`src/mem_mux_cfg.svh`:
```
`ifndef MEM_MUX_CFG_SVH
`define MEM_MUX_CFG_SVH

// Memory port widths
`define MEM_ADDR_WIDTH 32
`define MEM_DATA_WIDTH 64

// Requester side
`define SRC_TAG_WIDTH 8
`define NUM_SRCS 3
`define SRC_ID_WIDTH 2

// Source tag plus source number
`define MEM_TAG_WIDTH 10

// Bit 0 stays the non-cacheable flag
`define TAG_SEL_IDX 1

`define MEM_FIFO_DEPTH 4

`endif

```
`src/mem_mux_pkg.sv`:
```
`include "mem_mux_cfg.svh"

package mem_mux_pkg;

    typedef logic [`SRC_ID_WIDTH-1:0] src_id_t;

    typedef logic [`SRC_TAG_WIDTH-1:0] src_tag_t;

    typedef logic [`MEM_TAG_WIDTH-1:0] mem_tag_t;

    // Outgoing request, rw high for writes
    typedef struct packed {
        logic                       rw;
        logic [`MEM_ADDR_WIDTH-1:0] addr;
        logic [`MEM_DATA_WIDTH-1:0] data;
        mem_tag_t                   tag;
    } mem_req_t;

    // Read response from memory
    typedef struct packed {
        logic [`MEM_DATA_WIDTH-1:0] data;
        mem_tag_t                   tag;
    } mem_rsp_t;

endpackage

```
`src/mem_req_arbiter.sv`:
```
`timescale 1ns/1ns

`include "mem_mux_cfg.svh"

module mem_req_arbiter import mem_mux_pkg::*; (
    input  logic                                         clk,
    input  logic                                         rst,

    input  logic [`NUM_SRCS-1:0]                         src_req_valid,
    input  logic [`NUM_SRCS-1:0]                         src_req_rw,
    input  logic [`NUM_SRCS-1:0][`MEM_ADDR_WIDTH-1:0]    src_req_addr,
    input  logic [`NUM_SRCS-1:0][`MEM_DATA_WIDTH-1:0]    src_req_data,
    input  src_tag_t [`NUM_SRCS-1:0]                     src_req_tag,
    output logic [`NUM_SRCS-1:0]                         src_req_ready,

    output logic                                         out_valid,
    output mem_req_t                                     out_req,
    input  logic                                         out_ready
);

    src_id_t  rr_ptr;
    src_id_t  grant_id;
    logic     grant_found;
    src_tag_t grant_tag;

    // Search starts at the round-robin pointer
    always_comb begin
        int unsigned idx;
        grant_found = 1'b0;
        grant_id    = rr_ptr;
        for (int i = 0; i < `NUM_SRCS; i++) begin
            idx = (int'(rr_ptr) + i) % `NUM_SRCS;
            if (!grant_found && src_req_valid[idx]) begin
                grant_found = 1'b1;
                grant_id    = src_id_t'(idx);
            end
        end
    end

    always_comb begin
        for (int i = 0; i < `NUM_SRCS; i++) begin
            src_req_ready[i] = out_ready && grant_found && (grant_id == src_id_t'(i));
        end
    end

    assign out_valid = grant_found;
    assign grant_tag = src_req_tag[grant_id];

    always_comb begin
        out_req.rw   = src_req_rw[grant_id];
        out_req.addr = src_req_addr[grant_id];
        out_req.data = src_req_data[grant_id];
        // Source number goes in above the NC flag
        out_req.tag  = {grant_tag[`SRC_TAG_WIDTH-1:`TAG_SEL_IDX],
                        grant_id,
                        grant_tag[`TAG_SEL_IDX-1:0]};
    end

    always_ff @(posedge clk) begin
        if (rst) begin
            rr_ptr <= '0;
        end else if (out_valid && out_ready) begin
            rr_ptr <= (grant_id == src_id_t'(`NUM_SRCS - 1)) ? '0 : grant_id + 1'b1;
        end
    end

    // No source wins twice in a row while another one waits
    a_no_repeat: assert property (@(posedge clk) disable iff (rst)
        (out_valid && out_ready && ((src_req_valid & ~src_req_ready) != '0))
        |=> (grant_id != $past(grant_id)))
        else $error("arbiter granted the same source twice while another waited");

endmodule

```
`src/mem_fifo.sv`:
```
`timescale 1ns/1ns

`include "mem_mux_cfg.svh"

module mem_fifo import mem_mux_pkg::*; #(
    parameter type payload_t = mem_req_t
) (
    input  logic     clk,
    input  logic     rst,

    input  logic     in_valid,
    input  payload_t in_data,
    output logic     in_ready,

    output logic     out_valid,
    output payload_t out_data,
    input  logic     out_ready,

    output logic     not_empty
);

    localparam int DEPTH = `MEM_FIFO_DEPTH;
    localparam int PTR_W = $clog2(DEPTH);
    localparam int CNT_W = $clog2(DEPTH + 1);

    payload_t         mem [DEPTH];
    logic [PTR_W-1:0] wr_ptr;
    logic [PTR_W-1:0] rd_ptr;
    logic [CNT_W-1:0] count;
    logic             full;
    logic             push;
    logic             pop;

    function automatic logic [PTR_W-1:0] next_ptr(input logic [PTR_W-1:0] ptr);
        return (ptr == PTR_W'(DEPTH - 1)) ? '0 : ptr + 1'b1;
    endfunction

    assign full      = (count == CNT_W'(DEPTH));
    assign out_valid = (count != '0);
    assign not_empty = out_valid;
    // Full buffer still takes a push alongside a pop
    assign in_ready  = !full || out_ready;
    assign push      = in_valid && in_ready;
    assign pop       = out_valid && out_ready;
    assign out_data  = mem[rd_ptr];

    always_ff @(posedge clk) begin
        if (push) begin
            mem[wr_ptr] <= in_data;
        end
    end

    always_ff @(posedge clk) begin
        if (rst) begin
            wr_ptr <= '0;
            rd_ptr <= '0;
            count  <= '0;
        end else begin
            if (push) begin
                wr_ptr <= next_ptr(wr_ptr);
            end
            if (pop) begin
                rd_ptr <= next_ptr(rd_ptr);
            end
            if (push && !pop) begin
                count <= count + 1'b1;
            end else if (pop && !push) begin
                count <= count - 1'b1;
            end
        end
    end

    a_no_overflow: assert property (@(posedge clk) disable iff (rst)
        count <= CNT_W'(DEPTH))
        else $error("buffer count went past its depth");

    a_empty_ptrs: assert property (@(posedge clk) disable iff (rst)
        (count == '0) |-> (wr_ptr == rd_ptr))
        else $error("pointers disagree on an empty buffer");

endmodule

```
`src/mem_rsp_router.sv`:
```
`timescale 1ns/1ns

`include "mem_mux_cfg.svh"

module mem_rsp_router import mem_mux_pkg::*; (
    input  logic                                         clk,
    input  logic                                         rst,

    input  logic                                         in_valid,
    input  mem_rsp_t                                     in_rsp,
    output logic                                         in_ready,

    output logic [`NUM_SRCS-1:0]                         src_rsp_valid,
    output logic [`NUM_SRCS-1:0][`MEM_DATA_WIDTH-1:0]    src_rsp_data,
    output src_tag_t [`NUM_SRCS-1:0]                     src_rsp_tag,
    input  logic [`NUM_SRCS-1:0]                         src_rsp_ready
);

    src_id_t              rsp_id;
    src_tag_t             rsp_tag;
    logic [`NUM_SRCS-1:0] sel;

    assign rsp_id = in_rsp.tag[`TAG_SEL_IDX +: `SRC_ID_WIDTH];

    // Drop the source number, close the gap
    assign rsp_tag = {in_rsp.tag[`MEM_TAG_WIDTH-1:`TAG_SEL_IDX+`SRC_ID_WIDTH],
                      in_rsp.tag[`TAG_SEL_IDX-1:0]};

    always_comb begin
        for (int i = 0; i < `NUM_SRCS; i++) begin
            sel[i]           = (rsp_id == src_id_t'(i));
            src_rsp_valid[i] = in_valid && sel[i];
            src_rsp_data[i]  = in_rsp.data;
            src_rsp_tag[i]   = rsp_tag;
        end
    end

    // Stalled target holds the response buffer
    assign in_ready = |(sel & src_rsp_ready);

    // Memory must hand back a tag that the arbiter built
    a_valid_src: assert property (@(posedge clk) disable iff (rst)
        in_valid |-> (int'(rsp_id) < `NUM_SRCS))
        else $error("response tag carries unknown source %0d", rsp_id);

endmodule

```
`src/mem_cluster_mux.sv`:
```
`timescale 1ns/1ns

`include "mem_mux_cfg.svh"

module mem_cluster_mux import mem_mux_pkg::*; (
    input  logic                                         clk,
    input  logic                                         rst,

    // Requesters
    input  logic [`NUM_SRCS-1:0]                         src_req_valid,
    input  logic [`NUM_SRCS-1:0]                         src_req_rw,
    input  logic [`NUM_SRCS-1:0][`MEM_ADDR_WIDTH-1:0]    src_req_addr,
    input  logic [`NUM_SRCS-1:0][`MEM_DATA_WIDTH-1:0]    src_req_data,
    input  src_tag_t [`NUM_SRCS-1:0]                     src_req_tag,
    output logic [`NUM_SRCS-1:0]                         src_req_ready,

    output logic [`NUM_SRCS-1:0]                         src_rsp_valid,
    output logic [`NUM_SRCS-1:0][`MEM_DATA_WIDTH-1:0]    src_rsp_data,
    output src_tag_t [`NUM_SRCS-1:0]                     src_rsp_tag,
    input  logic [`NUM_SRCS-1:0]                         src_rsp_ready,

    // Memory
    output logic                                         mem_req_valid,
    output mem_req_t                                     mem_req,
    input  logic                                         mem_req_ready,

    input  logic                                         mem_rsp_valid,
    input  mem_rsp_t                                     mem_rsp,
    output logic                                         mem_rsp_ready,

    output logic                                         busy
);

    logic     arb_valid;
    mem_req_t arb_req;
    logic     arb_ready;
    logic     req_not_empty;

    logic     rtr_valid;
    mem_rsp_t rtr_rsp;
    logic     rtr_ready;
    logic     rsp_not_empty;

    mem_req_arbiter arb0 (
        .clk           (clk),
        .rst           (rst),
        .src_req_valid (src_req_valid),
        .src_req_rw    (src_req_rw),
        .src_req_addr  (src_req_addr),
        .src_req_data  (src_req_data),
        .src_req_tag   (src_req_tag),
        .src_req_ready (src_req_ready),
        .out_valid     (arb_valid),
        .out_req       (arb_req),
        .out_ready     (arb_ready)
    );

    mem_fifo #(
        .payload_t (mem_req_t)
    ) req_buf (
        .clk       (clk),
        .rst       (rst),
        .in_valid  (arb_valid),
        .in_data   (arb_req),
        .in_ready  (arb_ready),
        .out_valid (mem_req_valid),
        .out_data  (mem_req),
        .out_ready (mem_req_ready),
        .not_empty (req_not_empty)
    );

    mem_fifo #(
        .payload_t (mem_rsp_t)
    ) rsp_buf (
        .clk       (clk),
        .rst       (rst),
        .in_valid  (mem_rsp_valid),
        .in_data   (mem_rsp),
        .in_ready  (mem_rsp_ready),
        .out_valid (rtr_valid),
        .out_data  (rtr_rsp),
        .out_ready (rtr_ready),
        .not_empty (rsp_not_empty)
    );

    mem_rsp_router rtr0 (
        .clk           (clk),
        .rst           (rst),
        .in_valid      (rtr_valid),
        .in_rsp        (rtr_rsp),
        .in_ready      (rtr_ready),
        .src_rsp_valid (src_rsp_valid),
        .src_rsp_data  (src_rsp_data),
        .src_rsp_tag   (src_rsp_tag),
        .src_rsp_ready (src_rsp_ready)
    );

    // Outstanding reads in memory do not count
    assign busy = req_not_empty | rsp_not_empty;

endmodule

```
`config.mk`:
```
export PLATFORM = sky130hd
export DESIGN_NAME = mem_cluster_mux
export DESIGN_NICKNAME = d
export VERILOG_FILES = /design/src/mem_mux_pkg.sv /design/src/mem_req_arbiter.sv /design/src/mem_fifo.sv /design/src/mem_rsp_router.sv /design/src/mem_cluster_mux.sv
export VERILOG_INCLUDE_DIRS = /design/src /design/src/src
export SDC_FILE = /design/constraint.sdc
export NUM_CORES = 1
export LEC_CHECK = 0
export ABC_AREA = 0
export BUFFER_PORTS_ARGS = -buffer_cell sky130_fd_sc_hd__buf_4
export CAP_MARGIN = 10
export CORE_AREA = 2 2 286 288
export DETAILED_ROUTE_END_ITERATION = 10
export DIE_AREA = 0 0 288 290
export PLACE_DENSITY_LB_ADDON = 0.1
export SYNTH_ARGS = -nofsm -noshare
export SYNTH_HDL_FRONTEND = slang
export SYNTH_SLANG_ARGS = --single-unit
```
`constraint.sdc`:
```
create_clock -name clk -period 7.1 [get_ports clk]
set_clock_uncertainty 0.2 [all_clocks]
set_input_delay 0 -clock clk [delete_from_list [all_inputs] [get_ports clk]]
set_output_delay 0 -clock clk [all_outputs]
set_load 0.1 [all_outputs]
```
==> out/qor_table.md, run 1 <==
| Stage | Metric | This run |
|---|---|---|
| die | Floorplan core area | 80160 um^2 |
| die | Height of the die | 290 um |
| placed design | Placer's final routability congestion estimate | 0.7608 |
| placed design | I/O Buffers | 730 |
| cells and area | Area growth from synthesis to final layout | 38.34% |
| sta | Number of hold-slack violations in the final timing report | 0 |
| die | Total I/O pin count | 731 |
| drt | Overall via count from detail_route | 17960 |
| grt | First-pass GRT wire length | 123700 um |
| synthesis | Number of synthesized flops with an enable pin | 724 |
| synthesis | Flop and latch count out of synthesis | 744 |
| synthesis | Instance count of the mapped netlist | 1495 |
| sta | Share of the clock period used by the worst path after layout | 0.7035 |
| sta | RSZ-0062 raised after global routing | false |
| worst setup path | Slowest Stage Delay on Critical Path | 0.88 ns |
| worst setup path | Kind of start point of the critical path | flip-flop |
| drt | Post-detailed-route via-to-cell ratio | 4.994 |
| synthesis | Share of synthesized registers carrying an async set or reset | 0 |
| drt | First-pass iteration count of the detailed router | 5 |
| worst setup path | CP Depth | 10 |
| drt | Initial DRC count | 1155 |
| sta | Actual slew at the worst max-slew pin | 1.162 ns |
| synthesis | Most used standard cells in the synthesized netlist | edfxtp_1, mux4_2, buf_4, mux2i_1, o2bb2ai_1 |
| worst setup path | Depth of the worst register-to-register path | 10 |
| grt | Via count of the first global-routing pass | 19280 |
| drt | Antenna Nets Post-Route | 0 |
| clock network | Number of clock sinks | 744 |
| hold path | Number of cells traversed by the worst hold path | 6 |
| drt | DRT Wirelength | 85190 um |
| worst setup path | Req. time, crit path | 7.33 ns |
| run | Number of max-capacitance violations reported | 0 |
| synthesis | Synth top area share | 0.7083 |
| worst setup path | Data arrival at the endpoint of the critical path | 5.23 ns |
| grt | Global-route usage over all layers | 0.2003 |
| synthesis | Post-Synthesis Mean Instance Area | 20.53 um^2 |
| grt | Largest net degree at the start of global routing | 108 |
| worst setup path | Slowest cell on the critical path | and2_4 |
| worst setup path | Register-to-register path setup slack | 2.11 ns |
| worst setup path | Cell family with most CP delay | buffers and inverters |
| clock network | Source-to-sink clock delay at the later pin of the worst-skew pair | 0.61 ns |
| hold path | Class of the worst hold path | primary input to flip-flop |
| clock network | Max clock buf depth | 3 |
| sta | Minimum clock period after layout | 4.995 ns |
| worst setup path | Critical Path Fanout Max | 57 |
| clock network | Resized cells post-CTS | 0 |
| worst setup path | Cell chain of the critical path | inv_1 > ha_1 > mux2i_1 > o22ai_2 > nor3b_1 > o31a_2 > and2_4 > buf_4 > o2bb2ai_1 > dlygate4sd3_1 |
| sta | Total negative slack for setup checks | 0 ns |
| drt | Post-DR wirelength/cell | 23.68 um |
| synthesis | Count of unique library cells instantiated by Yosys | 52 |
| worst setup path | Worst Path Class, Setup | flip-flop to flip-flop |
| sta | Max_slew headroom | 0.2256 |
| die | Die ar. | 83520 um^2 |
| sta | Endpoints failing setup | 0 |
| die | Starting Density | 0.3829 |
| worst setup path | Launching element of the worst setup path | arb0.rr_ptr[1] |
| synthesis | Share of the yosys chip area belonging to registers | 0.7214 |
| worst setup path | Timing endpoint of the critical path | req_buf.mem[3][70] |
| clock network | Setup repair bufs after CTS | 0 |
| sta | Peak clock frequency supported by timing | 200.2 MHz |
| clock network | CTS clk-pin slew, worst paths | 0.06 ns |
| clock network | Root buffer selected by CTS | clkbuf_16 |
| clock network | Number of H-tree levels | 3 |
| grt | Initial antenna violation count | 13 |
| cells and area | Number of filler instances in the final layout | 6565 |
| clock network | CTS tree | done |
| placed design | HPWL after detailed placement | 55120 um |
| cells and area | Share of layout cells above drive strength 1 | 0.4202 |
| die | Placement Rows | 104 |
| worst setup path | Startpoint of the worst-slack reg-to-reg timing path | arb0.rr_ptr[1] |
| synthesis | Library cell with the largest summed area after synthesis | edfxtp_1 |
| sta | Final max-slew violation count | 0 |
| cells and area | Number of nets in the finished design | 2882 |
| grt | Final global-route overflow total | 0 |
| status | Run status | completed |
| drt | Total DRC errors in the routed layout | 0 |
| synthesis | Post-Synthesis Net Count | 1910 |
| synthesis | Main synth FF type | edfxtp_1 |
| clock network | Number of buffers added by the clock tree synthesis step | 80 |
| clock network | CTS Hold Bufs | 367 |
| synthesis | Mapped Area | 30690 um^2 |
| synthesis | Largest cells by area after synthesis | edfxtp_1, mux4_2, buf_4 |
| die | Die W | 288 um |
| synthesis | Total of warnings raised by yosys | 0 |
| worst setup path | Endpoint type of the worst setup path | flip-flop |
| worst setup path | Terminus of the critical flop-to-flop path | req_buf.mem[3][70] |
| worst setup path | Buffering stage count on the worst path with inverters included | 3 |
| synthesis | Most used standard cell by instance count after synthesis | edfxtp_1 |
-- registers in the layout, summed over array words and instances, names as in the netlist, named ones only --
signal / count
rsp_buf.count: 3
req_buf.rd_ptr: 2
req_buf.wr_ptr: 2
arb0.rr_ptr: 2
rsp_buf.wr_ptr: 2
rsp_buf.rd_ptr: 2
rsp_buf.mem: 296
req_buf.mem: 428
req_buf.count: 3
-- worst reg2reg max path: cells and delay by family (launching register included) --
kind	cells	cell delay (ns)
muxes	1	0.28
buffers and inverters	3	1.28
AOI/OAI and AO/OA	3	1.17
DFF	1	0.32
adders and majority gates	1	0.45
and+or+nand+nor	2	1.13
-- layout make-up --
| type | instances | area (um^2) | share of cell area |
|---|---|---|---|
| Tap cell | 1060 | 1326 | 0.03123 |
| Clock inverter | 43 | 473.0 | 0.01114 |
| Inverter | 9 | 38.79 | 0.0009135 |
| Timing Repair Buffer | 1117 | 9316 | 0.2194 |
| Clock buffer | 102 | 2136 | 0.05030 |
| Sequential cell | 744 | 22160 | 0.5218 |
| Antenna cell | 7 | 17.52 | 0.0004125 |
| Multi-Input combinational cell | 515 | 6998 | 0.1648 |
-- how the worst min path moves through the flow --
stage                     start                  to  slack, ns
3_3_place_gp        mem_rsp[14]  rsp_buf.mem[3][14]  -0.000007
4_1_cts        src_rsp_ready[0]   rsp_buf.wr_ptr[1]       0.02
2_1_floorplan        mem_rsp[0]   rsp_buf.mem[0][0]      -0.10
6_report       src_rsp_ready[0]   rsp_buf.wr_ptr[1]       0.04
3_5_place_dp        mem_rsp[36]  rsp_buf.mem[0][36]      0.003
5_1_grt                     rst   req_buf.wr_ptr[0]       0.11
-- cells in the final DEF, fill, tap and decap left out, types with 3 or more instances in the layout --
| cell type | count |
|---|---|
| buf_4 | 749 |
| edfxtp_1 | 724 |
| dlygate4sd3_1 | 367 |
| mux4_2 | 181 |
| mux2i_1 | 112 |
| o2bb2ai_1 | 106 |
| clkbuf_16 | 81 |
| nor2_1 | 20 |
| clkbuf_1 | 18 |
| dfxtp_1 | 16 |
| clkinv_1 | 15 |
| ha_1 | 14 |
| clkinv_2 | 12 |
| a21oi_1 | 10 |
| bufinv_16 | 9 |
| inv_1 | 8 |
| diode_2 | 7 |
| o21ai_0 | 7 |
| and2_4 | 5 |
| nor3_1 | 4 |
| nand2_1 | 4 |
| inv_6 | 4 |
| or3_1 | 4 |
| and3_4 | 4 |
| xor2_1 | 4 |
| dfxtp_4 | 4 |
| nand2b_1 | 3 |
| nor3b_1 | 3 |
| nor2b_1 | 3 |
| clkbuf_8 | 3 |
-- cells by family after synthesis --
logic type                 Yosys count  synth area share
AOI/OAI and AO/OA                  138           0.03738
xor gates and xnor gates             4          0.001141
adders and majority gates           17          0.007338
buffers and inverters              236           0.05193
DFF                                744            0.7214
muxes                              293            0.1693
and+or+nand+nor                     63           0.01150
-- through the flow --
step / instance area (um^2) / std cells / util / worst slack (ns) / hold slack (ns)
after global placement: 36160 / 3078 / 0.4511 / 2.663 / -0.000006606
after CTS: 42440 / 3590 / 0.5295 / 1.997 / 0.01529
final: 42460 / 3597 / 0.5297 / 2.105 / 0.04394
after global routing: 42450 / 3592 / 0.5296 / 1.771 / 0.1130
after detailed placement: 36160 / 3078 / 0.4511 / 2.526 / 0.003059
after floorplan: 30690 / 1495 / - / 2.237 / -0.1011
-- per-layer routing --
| metal | up-vias | share of wire | track usage |
|---|---|---|---|
| li1 | 8013 | - | - |
| met3 | 137 | 0.078 | 0.05582 |
| met2 | 620 | 0.51 | 0.3503 |
| met4 | 18 | 0.024 | 0.05801 |
| met5 | - | 0.0012 | 0 |
| met1 | 9176 | 0.38 | 0.2403 |
Power of run 1 is not shown: default switching activity piles up to over one toggle a cycle in this logic, so the estimate is an artifact.
==> inputs of run 2 (changes only) <==
Settings changed: CORE_AREA 2 2 286 288 to 2 2 288 290, DIE_AREA 0 0 288 290 to 0 0 290 292.
Clock period 7.1 ns to 5 ns, I/O delays scaled along.
==> run 2 against run 1 <==
Design area up 0.24%; critical path type unchanged; via count about the same; maximum frequency up 22%; global-route usage down 0.67 points; critical path depth up 1.
==> out/qor_table.md, run 2 (same netlist as run 1, synthesis figures left out) <==
| Stage | Metric | This run |
|---|---|---|
| hold path | Class of the worst hold path | primary input to flip-flop |
| worst setup path | Timing endpoint of the critical path | req_buf.mem[3][66] |
| cells and area | Regs by FF count | req_buf.mem: 428 flops, rsp_buf.mem: 296 flops |
| run | Number of max-capacitance violations reported | 0 |
| sta | Minimum clock period after layout | 4.105 ns |
| drt | DRT Wirelength | 83100 um |
| sta | Endpoints failing setup | 0 |
| drt | Post-detailed-route via-to-cell ratio | 4.965 |
| worst setup path | Data arrival at the endpoint of the critical path | 4.24 ns |
| sta | Actual slew at the worst max-slew pin | 0.9066 ns |
| cells and area | Most common cell after layout, fill and taps aside | buf_4 |
| placed design | HPWL after detailed placement | 53470 um |
| cells and area | Number of nets in the finished design | 2897 |
| grt | Largest net degree at the start of global routing | 113 |
| drt | Post-DR wirelength/cell | 22.96 um |
| sta | Post-route setup slack | 0.8950 ns |
| clock network | Resized cells post-CTS | 0 |
| clock network | Number of clock sinks | 744 |
| die | Placement Rows | 105 |
| grt | Final global-route overflow total | 0 |
| sta | RSZ-0062 raised after global routing | false |
| sta | Peak clock frequency supported by timing | 243.6 MHz |
| drt | Initial DRC count | 959 |
| placed design | # placed instances | 3100 |
| worst setup path | Kind of start point of the critical path | flip-flop |
| grt | Via count of the first global-routing pass | 19260 |
| worst setup path | Depth of the worst register-to-register path | 11 |
| cells and area | Share of layout cells above drive strength 1 | 0.4215 |
| clock network | CTS tree | done |
| placed design | Setup Slack @ Placement | 1.456 ns |
| die | Starting Density | 0.3762 |
| clock network | CTS clk-pin slew, worst paths | 0.06 ns |
| worst setup path | Req. time, crit path | 5.14 ns |
| cells and area | Utilization after layout | 0.5217 |
| status | Run status | completed |
| placed design | Placer's final routability congestion estimate | 0.8201 |
| drt | Overall via count from detail_route | 17970 |
| die | Height of the die | 292 um |
| cells and area | Top library cells by usage in the layout, fill and taps aside | buf_4, edfxtp_1, dlygate4sd3_1, mux4_2, mux2i_1 |
| cells and area | Register containing the most flip-flops in the final layout | req_buf.mem |
| worst setup path | Startpoint of the worst-slack reg-to-reg timing path | arb0.rr_ptr[1] |
| sta | Final max-slew violation count | 0 |
| clock network | Number of buffers added by the clock tree synthesis step | 83 |
| sta | Share of the clock period used by the worst path after layout | 0.8210 |
| worst setup path | Launching element of the worst setup path | arb0.rr_ptr[1] |
| worst setup path | Worst Path Class, Setup | flip-flop to flip-flop |
| die | Total I/O pin count | 731 |
| placed design | I/O Buffers | 730 |
| worst setup path | Endpoint type of the worst setup path | flip-flop |
| grt | First-pass GRT wire length | 122600 um |
| sta | Max_slew headroom | 0.3956 |
| die | Die W | 290 um |
| cells and area | Area growth from synthesis to final layout | 38.67% |
| worst setup path | Register-to-register path setup slack | 0.89 ns |
| clock network | Number of H-tree levels | 3 |
| cells and area | Final std cells w/o fill | 3619 |
| die | Floorplan core area | 81580 um^2 |
| die | Die ar. | 84680 um^2 |
| worst setup path | Critical Path Fanout Max | 52 |
| grt | Global-route usage over all layers | 0.1936 |
| sta | Number of hold-slack violations in the final timing report | 0 |
| sta | Total negative slack for setup checks | 0 ns |
| cells and area | Number of flip-flops under the largest register name | 428 |
| worst setup path | Terminus of the critical flop-to-flop path | req_buf.mem[3][66] |
| clock network | Source-to-sink clock delay at the later pin of the worst-skew pair | 0.62 ns |
| drt | Total DRC errors in the routed layout | 0 |
| drt | Antenna Nets Post-Route | 0 |
| clock network | Root buffer selected by CTS | clkbuf_16 |
| drt | First-pass iteration count of the detailed router | 4 |
| grt | Initial antenna violation count | 12 |
| clock network | Max clock buf depth | 3 |
==> run 2: cell types whose count changed in the layout (fill, tap and decap cells not counted), moves of 2 or more <==
| cell | before | now |
|---|---|---|
| clkbuf_1 | 18 | 20 |
| clkinvlp_4 | 1 | 3 |
| inv_6 | 4 | 1 |
| clkbuf_16 | 81 | 85 |
| clkbuf_8 | 3 | 0 |
| buf_12 | 1 | 9 |
| clkinv_8 | 2 | 4 |
| buf_4 | 749 | 753 |
| bufinv_16 | 9 | 3 |
==> run 2: area by class of cell <==
cell class	instances	area, um^2
clock buffers	105	2202
well taps	1070	1339
diodes	8	20.02
multi-input cells	515	6998
clock inverters	39	302.8
repair buffers	1129	9507
fillers	6636	39020
flip-flops and latches	744	22160
inverters	9	38.79
==> run 2: repair_timing <==
action	CTS	global route
hold buffers	367	0
endpoints found under the hold margin	847	0
endpoints found under the setup margin	0	0
buffers inserted	0	0
==> run 2: worst min path at each step <==
stage	from	to	depth (start not counted)
CTS	src_rsp_ready[2]	rsp_buf.wr_ptr[1]	6
global route	src_req_valid[1]	arb0.rr_ptr[1]	5
global placement	mem_rsp[19]	rsp_buf.mem[1][19]	1
detailed placement	mem_rsp[19]	rsp_buf.mem[1][19]	1
finish	src_rsp_ready[2]	rsp_buf.wr_ptr[1]	6
floorplan	mem_rsp[0]	rsp_buf.mem[0][0]	0
==> run 2: per-layer routing <==
metal / wire [um] / global-route usage / vias to the layer above
li1: - / - / 8044
met1: 32770 / 0.2347 / 9203
met2: 42500 / 0.3344 / 577
met3: 5170 / 0.04795 / 135
met4: 2602 / 0.07368 / 8
met5: 61 / 0 / -
==> run 2: metrics by stage <==
stage                     area, um^2  hold WS (ns)
after detailed placement       36360      0.003634
after floorplan                30690       -0.1011
after global placement         36360     -0.001284
after CTS                      42540      0.001437
final                          42560       0.04328
after global routing           42560       0.07446
==> run 2: critical path, cell delays in order (launching register included) <==
cell,delay [ns]
dfxtp_1,0.32
inv_1,0.08
ha_1,0.45
nand2b_1,0.24
o21ai_0,0.10
a32o_1,0.21
o21a_1,0.27
inv_6,0.44
buf_12,0.41
mux2i_1,0.27
o2bb2ai_1,0.11
dlygate4sd3_1,0.64
Power of run 2 is left out for the same reason.
